**config.mk**
```make
export PLATFORM = sky130hd
export DESIGN_NAME = dsp_backend
export DESIGN_NICKNAME = d
export VERILOG_FILES = /design/src/common/dsp_pkg.sv /design/src/hdl/dsp_backend.sv /design/src/mlsd/mlsd_checker.sv /design/src/hdl/decision_slicer.sv /design/src/ffe/ffe_datapath.sv /design/src/hdl/code_history.sv /design/src/hdl/dsp_config_regs.sv
export VERILOG_INCLUDE_DIRS = /design/src /design/src/common
export SDC_FILE = /design/constraint.sdc
export NUM_CORES = 2
export LEC_CHECK = 0
export ABC_AREA = 1
export BUFFER_PORTS_ARGS = -buffer_cell sky130_fd_sc_hd__buf_2
export CAP_MARGIN = 30
export CORE_ASPECT_RATIO = 0.5
export CORE_MARGIN = 2
export CORE_UTILIZATION = 43
export DETAILED_ROUTE_END_ITERATION = 7
export PLACE_DENSITY = 0.66
export SLEW_MARGIN = 20
export SYNTH_ARGS = -nofsm -noshare
export SYNTH_HDL_FRONTEND = slang
export SYNTH_SLANG_ARGS = --single-unit
export TNS_END_PERCENT = 10
```
**constraint.sdc**
```tcl
create_clock -name clk -period 21.8 [get_ports clk]
set_input_delay 4.36 -clock clk [delete_from_list [all_inputs] [get_ports clk]]
set_output_delay 4.36 -clock clk [all_outputs]
set_load 0.03 [all_outputs]
```
**src/common/dsp_cfg.svh**
```systemverilog
`ifndef DSP_CFG_SVH
`define DSP_CFG_SVH

// lanes per word and ADC code width.
`define DSP_WIDTH 4
`define DSP_CODE_BITS 8

// feed-forward equalizer.
`define DSP_FFE_TAPS 3
`define DSP_WEIGHT_BITS 8
`define DSP_SHIFT_BITS 4
`define DSP_EST_BITS 10

// channel estimate, cursor and first post-cursor.
`define DSP_CHEST_TAPS 2
`define DSP_CHEST_BITS 8

// code words kept for the FFE window and MLSD alignment.
`define DSP_HIST_WORDS 3

// configuration payload split.
`define DSP_CFG_PAYLOAD_BITS 16
`define DSP_CFG_TAP_BITS 4
`define DSP_CFG_VALUE_BITS 12

`endif
```
**src/common/dsp_pkg.sv**
```systemverilog
`include "dsp_cfg.svh"

package dsp_pkg;

	// ~~~~~~~~~~~~~~~~~~~~~~~~~~~~~~~~~~~~~~~~~~~~~~~~~~~~~~~~~~~~~~~~~~~~~~~~~~~~
	// configuration word.
	// ~~~~~~~~~~~~~~~~~~~~~~~~~~~~~~~~~~~~~~~~~~~~~~~~~~~~~~~~~~~~~~~~~~~~~~~~~~~~
	typedef enum logic [1:0] {
		CFG_WEIGHT    = 2'd0,
		CFG_THRESH    = 2'd1,
		CFG_FFE_SHIFT = 2'd2,
		CFG_CHEST     = 2'd3
	} dsp_cfg_target_e;

	typedef struct packed {
		logic [`DSP_CFG_TAP_BITS-1:0]          tap;
		logic signed [`DSP_CFG_VALUE_BITS-1:0] value;
	} dsp_cfg_tapped_t;

	// weights and channel estimate use tapped, threshold and shift use scalar.
	typedef union packed {
		dsp_cfg_tapped_t                         tapped;
		logic signed [`DSP_CFG_PAYLOAD_BITS-1:0] scalar;
	} dsp_cfg_payload_u;

	typedef struct packed {
		dsp_cfg_target_e               target;
		logic [$clog2(`DSP_WIDTH)-1:0] lane;
		dsp_cfg_payload_u              payload;
	} dsp_cfg_word_t;

	// ~~~~~~~~~~~~~~~~~~~~~~~~~~~~~~~~~~~~~~~~~~~~~~~~~~~~~~~~~~~~~~~~~~~~~~~~~~~~
	// lane arrays. lane 0 is the earliest sample.
	// ~~~~~~~~~~~~~~~~~~~~~~~~~~~~~~~~~~~~~~~~~~~~~~~~~~~~~~~~~~~~~~~~~~~~~~~~~~~~
	typedef logic signed [`DSP_CODE_BITS-1:0] dsp_code_t;
	typedef dsp_code_t [`DSP_WIDTH-1:0] dsp_code_word_t;
	typedef dsp_code_word_t [`DSP_HIST_WORDS-1:0] dsp_code_hist_t;

	typedef logic signed [`DSP_EST_BITS-1:0] dsp_est_t;
	typedef dsp_est_t [`DSP_WIDTH-1:0] dsp_est_word_t;
	typedef logic [`DSP_WIDTH-1:0] dsp_bits_t;

	typedef logic signed [`DSP_WEIGHT_BITS-1:0] dsp_weight_t;
	typedef dsp_weight_t [`DSP_FFE_TAPS-1:0] dsp_lane_weights_t;
	typedef dsp_lane_weights_t [`DSP_WIDTH-1:0] dsp_weights_t;

	typedef logic signed [`DSP_CHEST_BITS-1:0] dsp_chest_tap_t;
	typedef dsp_chest_tap_t [`DSP_CHEST_TAPS-1:0] dsp_lane_chest_t;
	typedef dsp_lane_chest_t [`DSP_WIDTH-1:0] dsp_chest_t;

	typedef dsp_est_t [`DSP_WIDTH-1:0] dsp_thresh_word_t;
	typedef logic [`DSP_WIDTH-1:0][`DSP_SHIFT_BITS-1:0] dsp_shift_word_t;

endpackage

```
**src/hdl/dsp_backend.sv**
```systemverilog
`timescale 1ns/10ps
`include "dsp_cfg.svh"

module dsp_backend
	import dsp_pkg::*;
(
	input  logic           clk,
	input  logic           rstb,
	input  dsp_code_word_t codes_i,
	input  logic           cfg_we_i,
	input  dsp_cfg_word_t  cfg_word_i,
	output dsp_est_word_t  estimated_bits_o,
	output dsp_bits_t      checked_bits_o
);

	dsp_weights_t     weights;
	dsp_thresh_word_t thresh;
	dsp_shift_word_t  ffe_shift;
	dsp_chest_t       chest;
	dsp_code_hist_t   hist;
	dsp_bits_t        sliced_bits;
	dsp_bits_t        sliced_prev;

	dsp_config_regs u_cfg (
		.clk        (clk),
		.rstb       (rstb),
		.cfg_we_i   (cfg_we_i),
		.cfg_word_i (cfg_word_i),
		.weights_o  (weights),
		.thresh_o   (thresh),
		.ffe_shift_o(ffe_shift),
		.chest_o    (chest)
	);

	code_history u_hist (
		.clk    (clk),
		.rstb   (rstb),
		.codes_i(codes_i),
		.hist_o (hist)
	);

	// ~~~~~~~~~~~~~~~~~~~~~~~~~~~~~~~~~~~~~~~~~~~~~~~~~~~~~~~~~~~~~~~~~~~~~~~~~~~~
	// FFE on w0/w1, slicer, MLSD on the oldest word.
	// ~~~~~~~~~~~~~~~~~~~~~~~~~~~~~~~~~~~~~~~~~~~~~~~~~~~~~~~~~~~~~~~~~~~~~~~~~~~~
	ffe_datapath u_ffe (
		.clk      (clk),
		.rstb     (rstb),
		.cur_i    (hist[0]),
		.prev_i   (hist[1]),
		.weights_i(weights),
		.shift_i  (ffe_shift),
		.est_o    (estimated_bits_o)
	);

	decision_slicer u_slicer (
		.clk        (clk),
		.rstb       (rstb),
		.est_i      (estimated_bits_o),
		.thresh_i   (thresh),
		.bits_o     (sliced_bits),
		.prev_bits_o(sliced_prev)
	);

	// oldest history word lines up with the sliced bits.
	mlsd_checker u_mlsd (
		.clk        (clk),
		.rstb       (rstb),
		.codes_i    (hist[`DSP_HIST_WORDS-1]),
		.bits_i     (sliced_bits),
		.prev_bits_i(sliced_prev),
		.chest_i    (chest),
		.checked_o  (checked_bits_o)
	);

endmodule

```
**src/mlsd/mlsd_checker.sv**
```systemverilog
`timescale 1ns/10ps
`include "dsp_cfg.svh"

module mlsd_checker
	import dsp_pkg::*;
(
	input  logic           clk,
	input  logic           rstb,
	input  dsp_code_word_t codes_i,
	input  dsp_bits_t      bits_i,
	input  dsp_bits_t      prev_bits_i,
	input  dsp_chest_t     chest_i,
	output dsp_bits_t      checked_o
);
	// two estimate terms of either sign, then one more bit for the code difference.
	localparam int PRED_BITS = `DSP_CHEST_BITS + 2;
	localparam int DIFF_BITS = PRED_BITS + 1;

	// seq[l] is the bit before lane l, seq[l+1] is lane l itself.
	logic [`DSP_WIDTH:0] seq;
	dsp_bits_t checked_d;

	assign seq = {bits_i, prev_bits_i[`DSP_WIDTH-1]};

	// ~~~~~~~~~~~~~~~~~~~~~~~~~~~~~~~~~~~~~~~~~~~~~~~~~~~~~~~~~~~~~~~~~~~~~~~~~~~~
	// per lane hypothesis compare.
	// ~~~~~~~~~~~~~~~~~~~~~~~~~~~~~~~~~~~~~~~~~~~~~~~~~~~~~~~~~~~~~~~~~~~~~~~~~~~~
	always_comb begin
		logic b;
		logic p;
		logic signed [PRED_BITS-1:0] c0;
		logic signed [PRED_BITS-1:0] c1;
		logic signed [PRED_BITS-1:0] post;
		logic signed [PRED_BITS-1:0] pred_b;
		logic signed [PRED_BITS-1:0] pred_f;
		logic signed [DIFF_BITS-1:0] diff_b;
		logic signed [DIFF_BITS-1:0] diff_f;
		logic [DIFF_BITS-1:0] err_b;
		logic [DIFF_BITS-1:0] err_f;
		for (int l = 0; l < `DSP_WIDTH; l++) begin
			p = seq[l];
			b = seq[l + 1];
			c0 = $signed(chest_i[l][0]);
			c1 = $signed(chest_i[l][1]);
			// post-cursor term is shared by both hypotheses.
			post = p ? c1 : -c1;
			pred_b = (b ? c0 : -c0) + post;
			pred_f = (b ? -c0 : c0) + post;
			diff_b = $signed(codes_i[l]) - pred_b;
			diff_f = $signed(codes_i[l]) - pred_f;
			err_b = diff_b[DIFF_BITS-1] ? -diff_b : diff_b;
			err_f = diff_f[DIFF_BITS-1] ? -diff_f : diff_f;
			// ties keep the slicer bit.
			checked_d[l] = (err_f < err_b) ? ~b : b;
		end
	end

	always_ff @(posedge clk or negedge rstb) begin
		if (!rstb) begin
			checked_o <= '0;
		end else begin
			checked_o <= checked_d;
		end
	end

endmodule

```
**src/hdl/decision_slicer.sv**
```systemverilog
`timescale 1ns/10ps
`include "dsp_cfg.svh"

module decision_slicer
	import dsp_pkg::*;
(
	input  logic             clk,
	input  logic             rstb,
	input  dsp_est_word_t    est_i,
	input  dsp_thresh_word_t thresh_i,
	output dsp_bits_t        bits_o,
	output dsp_bits_t        prev_bits_o
);

	dsp_bits_t bits_d;

	// bit is one at or above the lane threshold.
	always_comb begin
		for (int l = 0; l < `DSP_WIDTH; l++) begin
			bits_d[l] = ($signed(est_i[l]) >= $signed(thresh_i[l]));
		end
	end

	// prev_bits_o gives the MLSD the bit before lane 0.
	always_ff @(posedge clk or negedge rstb) begin
		if (!rstb) begin
			bits_o      <= '0;
			prev_bits_o <= '0;
		end else begin
			bits_o      <= bits_d;
			prev_bits_o <= bits_o;
		end
	end

endmodule

```
**src/ffe/ffe_datapath.sv**
```systemverilog
`timescale 1ns/10ps
`include "dsp_cfg.svh"

module ffe_datapath
	import dsp_pkg::*;
(
	input  logic            clk,
	input  logic            rstb,
	input  dsp_code_word_t  cur_i,
	input  dsp_code_word_t  prev_i,
	input  dsp_weights_t    weights_i,
	input  dsp_shift_word_t shift_i,
	output dsp_est_word_t   est_o
);
	localparam int ACC_BITS = `DSP_CODE_BITS + `DSP_WEIGHT_BITS + $clog2(`DSP_FFE_TAPS);
	localparam dsp_est_t EST_MAX = {1'b0, {(`DSP_EST_BITS-1){1'b1}}};
	localparam dsp_est_t EST_MIN = {1'b1, {(`DSP_EST_BITS-1){1'b0}}};

	// previous word in the low half, so older samples sit at lower indices.
	dsp_code_t [2*`DSP_WIDTH-1:0] window;
	dsp_est_word_t est_d;

	assign window = {cur_i, prev_i};

	// ~~~~~~~~~~~~~~~~~~~~~~~~~~~~~~~~~~~~~~~~~~~~~~~~~~~~~~~~~~~~~~~~~~~~~~~~~~~~
	// multiply-accumulate, shift, saturate.
	// ~~~~~~~~~~~~~~~~~~~~~~~~~~~~~~~~~~~~~~~~~~~~~~~~~~~~~~~~~~~~~~~~~~~~~~~~~~~~
	always_comb begin
		logic signed [ACC_BITS-1:0] acc;
		logic signed [ACC_BITS-1:0] shifted;
		for (int l = 0; l < `DSP_WIDTH; l++) begin
			acc = '0;
			// tap k looks k samples back.
			for (int k = 0; k < `DSP_FFE_TAPS; k++) begin
				acc = acc + $signed(window[`DSP_WIDTH + l - k]) * $signed(weights_i[l][k]);
			end
			shifted = acc >>> shift_i[l];
			if (shifted > EST_MAX) begin
				est_d[l] = EST_MAX;
			end else if (shifted < EST_MIN) begin
				est_d[l] = EST_MIN;
			end else begin
				est_d[l] = shifted[`DSP_EST_BITS-1:0];
			end
		end
	end

	always_ff @(posedge clk or negedge rstb) begin
		if (!rstb) begin
			est_o <= '0;
		end else begin
			est_o <= est_d;
		end
	end

endmodule

```
**src/hdl/code_history.sv**
```systemverilog
`timescale 1ns/10ps
`include "dsp_cfg.svh"

module code_history
	import dsp_pkg::*;
(
	input  logic           clk,
	input  logic           rstb,
	input  dsp_code_word_t codes_i,
	output dsp_code_hist_t hist_o
);

	// hist_o[0] is the newest word, each edge moves every word one slot older.
	always_ff @(posedge clk or negedge rstb) begin
		if (!rstb) begin
			hist_o <= '0;
		end else begin
			hist_o <= {hist_o[`DSP_HIST_WORDS-2:0], codes_i};
		end
	end

endmodule

```
**src/hdl/dsp_config_regs.sv**
```systemverilog
`timescale 1ns/10ps
`include "dsp_cfg.svh"

module dsp_config_regs
	import dsp_pkg::*;
(
	input  logic             clk,
	input  logic             rstb,
	input  logic             cfg_we_i,
	input  dsp_cfg_word_t    cfg_word_i,
	output dsp_weights_t     weights_o,
	output dsp_thresh_word_t thresh_o,
	output dsp_shift_word_t  ffe_shift_o,
	output dsp_chest_t       chest_o
);
	localparam int PL = `DSP_CFG_PAYLOAD_BITS;

	// clamp a signed payload into a signed field of the given width.
	function automatic logic signed [PL-1:0] sat_to(input logic signed [PL-1:0] v, input int bits);
		int hi;
		int lo;
		hi = (1 << (bits - 1)) - 1;
		lo = -(1 << (bits - 1));
		if (int'(v) > hi) begin
			return PL'(hi);
		end else if (int'(v) < lo) begin
			return PL'(lo);
		end
		return v;
	endfunction

	logic signed [PL-1:0] tap_val;
	logic signed [PL-1:0] wt_sat;
	logic signed [PL-1:0] ch_sat;
	logic signed [PL-1:0] th_sat;
	logic [`DSP_CFG_TAP_BITS-1:0] tap;
	logic [$clog2(`DSP_WIDTH)-1:0] lane;

	assign tap     = cfg_word_i.payload.tapped.tap;
	assign lane    = cfg_word_i.lane;
	assign tap_val = PL'($signed(cfg_word_i.payload.tapped.value));
	assign wt_sat  = sat_to(tap_val, `DSP_WEIGHT_BITS);
	assign ch_sat  = sat_to(tap_val, `DSP_CHEST_BITS);
	assign th_sat  = sat_to(cfg_word_i.payload.scalar, `DSP_EST_BITS);

	// out of range tap indices are dropped.
	always_ff @(posedge clk or negedge rstb) begin
		if (!rstb) begin
			weights_o   <= '0;
			thresh_o    <= '0;
			ffe_shift_o <= '0;
			chest_o     <= '0;
		end else if (cfg_we_i) begin
			unique case (cfg_word_i.target)
				CFG_WEIGHT: begin
					if (tap < `DSP_FFE_TAPS) begin
						weights_o[lane][tap] <= wt_sat[`DSP_WEIGHT_BITS-1:0];
					end
				end
				CFG_THRESH: begin
					thresh_o[lane] <= th_sat[`DSP_EST_BITS-1:0];
				end
				CFG_FFE_SHIFT: begin
					ffe_shift_o[lane] <= cfg_word_i.payload.scalar[`DSP_SHIFT_BITS-1:0];
				end
				CFG_CHEST: begin
					if (tap < `DSP_CHEST_TAPS) begin
						chest_o[lane][tap] <= ch_sat[`DSP_CHEST_BITS-1:0];
					end
				end
			endcase
		end
	end

endmodule

```
# Word-level counts from Yosys, hierarchy flattened
# Index checks and enable logic that the tools add are counted.
dict set report classes {
  addsub 40
  multipliers 12
  order_cmp 27
  eq_ne 3
  n_shift 4
  mux 58
  bitwise 4
  n_reduce_logical 8
}
# op count
set op_table {}
lappend op_table {{2-to-1 mux 10 bit} 24}
lappend op_table {{multiplier 8 x 8 -> 16 bit} 12}
lappend op_table {{adder 18 bit} 8}
lappend op_table {{bitwise mux 96 bit} 1}
lappend op_table {{2-to-1 mux 11 bit} 8}
lappend op_table {{negation 11 bit} 8}
lappend op_table {{subtractor 8 x 10 -> 11 bit} 8}
lappend op_table {{adder 10 bit} 8}
lappend op_table {{negation 8 -> 10 bit} 8}
lappend op_table {{greater-than comparator 18 x 10 -> 1 bit, second input constant} 4}
lappend op_table {{< comparator 18 x 10 -> 1 bit, second input constant} 4}
lappend op_table {{>>> shifter 18 x 4 -> 18 bit} 4}
lappend op_table {{bitwise mux 64 bit} 1}
lappend op_table {{demux 24 bit (select 2 bit)} 1}
lappend op_table {{< comparator 11 bit} 4}
lappend op_table {{bitwise mux 40 bit} 1}
lappend op_table {{>= comparator 10 bit} 4}
lappend op_table {{2-to-1 mux 8 bit} 5}
lappend op_table {{demux 16 bit (select 2 bit)} 1}
lappend op_table {{2-to-1 mux 24 bit} 1}
lappend op_table {{demux 10 bit (select 2 bit)} 1}
lappend op_table {{bitwise mux 16 bit} 1}
lappend op_table {{demux 8 bit (select 2 bit)} 1}
lappend op_table {{greater-than comparator 16 x 10 -> 1 bit, second input constant} 1}
lappend op_table {{20 further kinds} 37}
dict set report totals {
  ff_bits 364
  output_inout_bits 44
  word_cells 203
}

# Logic depth before layout (Yosys ltp)
dict set report depth {
  word_depth 8
  depth_mapped 51
  ltp_nobuf 49
}

# Cells and area by module
# Synthesis repeated with hierarchy kept, for this count alone.
dict set report unflattened {
  cells_unflattened 8353
  hier_area_um2 63420.8
}
# mod n_inst cells_per_inst area_per_inst_um2 seq_area_each_um2
set modules_own_cells {}
lappend modules_own_cells {ffe_datapath 1 4909 38540.7 1001.0}
lappend modules_own_cells {mlsd_checker 1 2112 12020.3 100.1}
lappend modules_own_cells {dsp_config_regs 1 1016 8961.1 5405.2}
lappend modules_own_cells {code_history 1 96 2402.3 2402.3}
lappend modules_own_cells {decision_slicer 1 220 1496.4 200.2}

# Worst setup path after synthesis
# OpenSTA, ideal clock, no wires.
dict set report synth_timing {
  kind {reg-to-reg}
  from {reg u_hist.hist_o[57] (netlist bit)}
  to {reg u_ffe.est_o[11] (netlist bit)}
  t_arrival_ns 7.209
  t_required_ns 21.677
  slack_ns 14.468
  stages_incl_launch_ff 41
  cell_sequence {dfrtp_1 clkbuf_1 clkbuf_1 nor2_1 fa_1 inv_1 fa_1 fa_1 inv_1 fa_1 ha_1 nand2_1 o21ai_0 a21oi_1 o21bai_1 a21oi_1 o21ai_0 a21o_1 (+5 left out) inv_1 o21bai_1 inv_1 nand2_1 nor2_2 nand2_1 nand2_1 nand2_2 inv_1 nand2_1 nand2_1 a21oi_1 inv_1 nand3_1 nor3_2 nand4_2 nand3b_1 nand2_1}
}
# item line_no
set synth_rtl {}
lappend synth_rtl {{from (decl)} code_history.sv:10} ;# output dsp_code_hist_t hist_o
lappend synth_rtl {{from (signal assigned)} code_history.sv:18} ;# hist_o <= {hist_o[`DSP_HIST_WORDS-2:0], codes_i};
lappend synth_rtl {{to (signal assigned)} ffe_datapath.sv:52} ;# est_o <= est_d;
lappend synth_rtl {{to (decl)} ffe_datapath.sv:13} ;# output dsp_est_word_t est_o

==> key figures <==
STA
  • Max Freq: ~120 MHz
  • Final Cycle Share: 37.98%
  • Max-slew violation count: 0
  • Final Hold Violating Endpoints: 0
  • Worst slew pin tran: around 1 ns
  • Final setup fails: 0
  • Min Tclk post-route: roughly 8.3 ns
  • Post-route setup TNS: 0 ns
  • Clk_skew: roughly 0.043 ns
  • Slew margin rel.: around a third
  • Unrepaired setup endpoints after global routing: no

Layout
  • Register Area: around 9000 sq um
  • P&R area growth vs syn: 6.389%
  • Fin cells: about 10,000
  • Multi-input logic area: 44,640 sq um
  • NumNets Final: roughly 9,900
  • Final instance area: roughly 66,000 sq um
  • Fill cells: approximately 14,000
  • Layout cell share with drive strength beyond 1: ~3.7%

Setup path
  • Reg2Reg Depth: 41
  • Setup slack, reg-to-reg: 13.52 ns
  • CP startpoint: u_hist.hist_o[3]$_DFF_PN0_
  • Last element of the critical path: u_ffe.est_o[13]$_DFF_PN0_
  • Crit Path Max Fanout: 25
  • CP Capture Type: flop
  • Crit Path Category: reg2reg
  • Worst R2R End: u_ffe.est_o[13]$_DFF_PN0_
  • Startpoint Class: flop
  • Crit path DAT: around 9 ns
  • Crit-path slowest cell: dfrtp_1
  • CP max stage delay: 0.99 ns
  • CP dominant cell by count: nand2_1
  • Reg2Reg Launch Point: u_hist.hist_o[3]$_DFF_PN0_
  • Worst endpoint required time: around 22 ns

Synthesis
  • Async SR Flop Fraction: 100.0%
  • Post-synth EDFFs: 0
  • Total of warnings raised by yosys: 0
  • Post-synth top area share: a little under a quarter
  • Post-synthesis cell area: 62,470 sq um
  • Top area cells in the synthesized netlist: fa_1 24%, dfrtp_1 14%, ha_1 13%, nand2_1 13%, inv_1 13%
  • Cells after Synth: roughly 8,500
  • FF+latch count, synth: 361
  • Synth cell types: just over 50
  • Top post-synthesis cells by count: 2,087 x nand2_1, 2,083 x inv_1, 744 x fa_1, 648 x ha_1, 409 x o21ai_0
  • Sequential share of the synthesized area: between 10% and 20%
  • Synth Net Count: between 9,000 and 10,000
  • Yosys top cell by area: fa_1
  • Most frequent cell after synthesis: nand2_1
  • Synth Flop Type: dfrtp_1
  • Mean Syn Cell Area: 7.333 sq um

Floorplan
  • Die area: approximately 150,000 sq um
  • Placeable Area: 143,600 sq um
  • Die width: ~540 um
  • Initial Utilization: a little over two fifths
  • Standard-cell rows: around 100
  • Die Span Y: roughly 270 um
  • I/O Pins: 99

Clock tree
  • Post_cts resized: 0
  • CTS Hold Bufs: 0
  • Root Buffer: clkbuf_16
  • Clk sinks: about 360
  • Skew-Pair Late Insertion Delay: around 0.65 ns
  • Clock slew at reported path FFs: around 0.070 ns
  • CTS max path bufs: 3
  • CTS Buf Count: 46
  • Post-CTS setup buffer count: 0
  • CTS H-tree lvls: 2
  • TritonCTS clock tree: built

Place
  • I/O Buffers: 98
  • RD Place Congestion: 0.9295
  • Placed Area: between 60,000 and 70,000 sq um
  • Placed cells: roughly 10,000
  • HPWL after detailed placement: approximately 130 mm

Global route
  • Grt total ovfl: 0
  • Vias in the first global route: 50,830
  • Initial antenna violation count: 18
  • First-pass GRT wire length: ~260 mm
  • Largest net degree at the start of global routing: 134
  • Tot GR Track Use: 22.19%

Drt
  • Number of remaining DRC errors: 0
  • DR vias: about 50,000
  • Starting DRT DRC Count: 3,251
  • Post-Route WL: 159.4 mm
  • Per-cell routed wire length: between 15 and 20 um
  • Routed Antenna Nets: 0
  • Vias per std cell: about 4.9
  • First-pass detailed-route iteration total: 6

Power and ir drop
  • Power density over the cells: roughly 65 nW/um^2
  • Maximum VDD drop: between 70 and 80 uV
  • Pleak: 38.64 nW
  • Total power: roughly 4.3 mW

Job
  • Max Cap Viol: 0

Outcome
  • Status: complete, no violations

Worst hold path
  • Worst hold path type: reg2reg
==> report_power, final <==
group / switching (mW) / internal (mW)
combinational: 1.59 / 0.987
sequential: 0.138 / 0.749
clock: 0.356 / 0.477
==> placed cells by master (no fill, tap or decap), types with 13 or more instances in the layout <==
cell type,Yosys,routed
xor2_1,280,280
xnor2_1,194,194
dfrtp_1,361,361
nand2_1,2087,2087
o21ai_0,409,409
ha_1,648,648
o21bai_1,71,71
nand3_1,402,402
and2_1,13,13
o211ai_1,14,14
a21oi_1,328,321
or2_2,27,27
inv_1,2083,2083
buf_2,6,98
a21o_1,21,21
buf_4,0,37
nor2_1,308,308
nor3_1,43,41
nand4_1,41,41
nand2_2,21,21
nand3b_1,29,29
fa_1,744,744
clkbuf_16,0,46
o31ai_1,27,26
==> critical path, delay by kind of cell (launching register included) <==
family	cells	cell delay, ns
adder cells (fa/ha/maj)	7	3.01
AND/OR/NAND/NOR	16	1.87
AO/OA/AOI/OAI	9	1.26
flip-flops	1	0.99
buffers and inverters	8	0.69
XOR/XNOR	1	0.32
==> metal layers <==
metal | track usage, % | part of all wire [%] | up-vias
met5 | 0 | 0.0050 | -
met4 | 4.626 | 2.1 | 2
met3 | 2.296 | 5.2 | 166
met2 | 37.42 | 46 | 1147
met1 | 30.83 | 46 | 24600
li1 | - | - | 25430
==> state kept, by name, summed over array words and instances, names as in the netlist <==
signal                cells
u_cfg.chest_o            64
u_cfg.thresh_o           40
u_ffe.est_o              40
u_hist.hist_o            96
u_slicer.prev_bits_o      1
u_slicer.bits_o           4
u_mlsd.checked_o          4
u_cfg.weights_o          96
u_cfg.ffe_shift_o        16
==> final cells by class <==
class | instances | share of cell area [%]
multi-input cells | 5786 | 67.16
flip-flops and latches | 361 | 13.59
inverters | 2100 | 11.86
well taps | 1950 | 3.671
clock buffers | 55 | 1.828
repair buffers | 140 | 1.314
clock inverters | 31 | 0.5629
diodes | 2 | 0.007530
==> metrics by stage <==
step                      hold WS, ns  utilization (%)  worst slack, ns
after floorplan                0.3312                -            14.47
after global placement         0.3322            45.12            13.64
after detailed placement       0.3365            45.15            13.48
after CTS                      0.3503            46.25            13.44
after global routing           0.3545            46.29            12.67
final                          0.3469            46.29            13.52
==> logic make-up after synthesis <==
family	synth area share, %
fa+ha+maj	36.82
mux	0.03405
compound gates	7.935
buf+inv	14.26
flops	14.46
xor+xnor	6.646
simple gates	19.84
==> worst min path at each step <==
stage                                      from                     endpoint  slack (ns)  depth (start not counted)
global placement    u_hist.hist_o[33]$_DFF_PN0_  u_hist.hist_o[65]$_DFF_PN0_        0.33                          0
CTS                 u_hist.hist_o[32]$_DFF_PN0_  u_hist.hist_o[64]$_DFF_PN0_        0.35                          0
floorplan           u_hist.hist_o[32]$_DFF_PN0_  u_hist.hist_o[64]$_DFF_PN0_        0.33                          0
finish              u_hist.hist_o[32]$_DFF_PN0_  u_hist.hist_o[64]$_DFF_PN0_        0.35                          0
global route        u_hist.hist_o[37]$_DFF_PN0_  u_hist.hist_o[69]$_DFF_PN0_        0.35                          0
detailed placement  u_hist.hist_o[32]$_DFF_PN0_  u_hist.hist_o[64]$_DFF_PN0_        0.34                          0
Note: power is estimated with default switching activity, not from simulation.
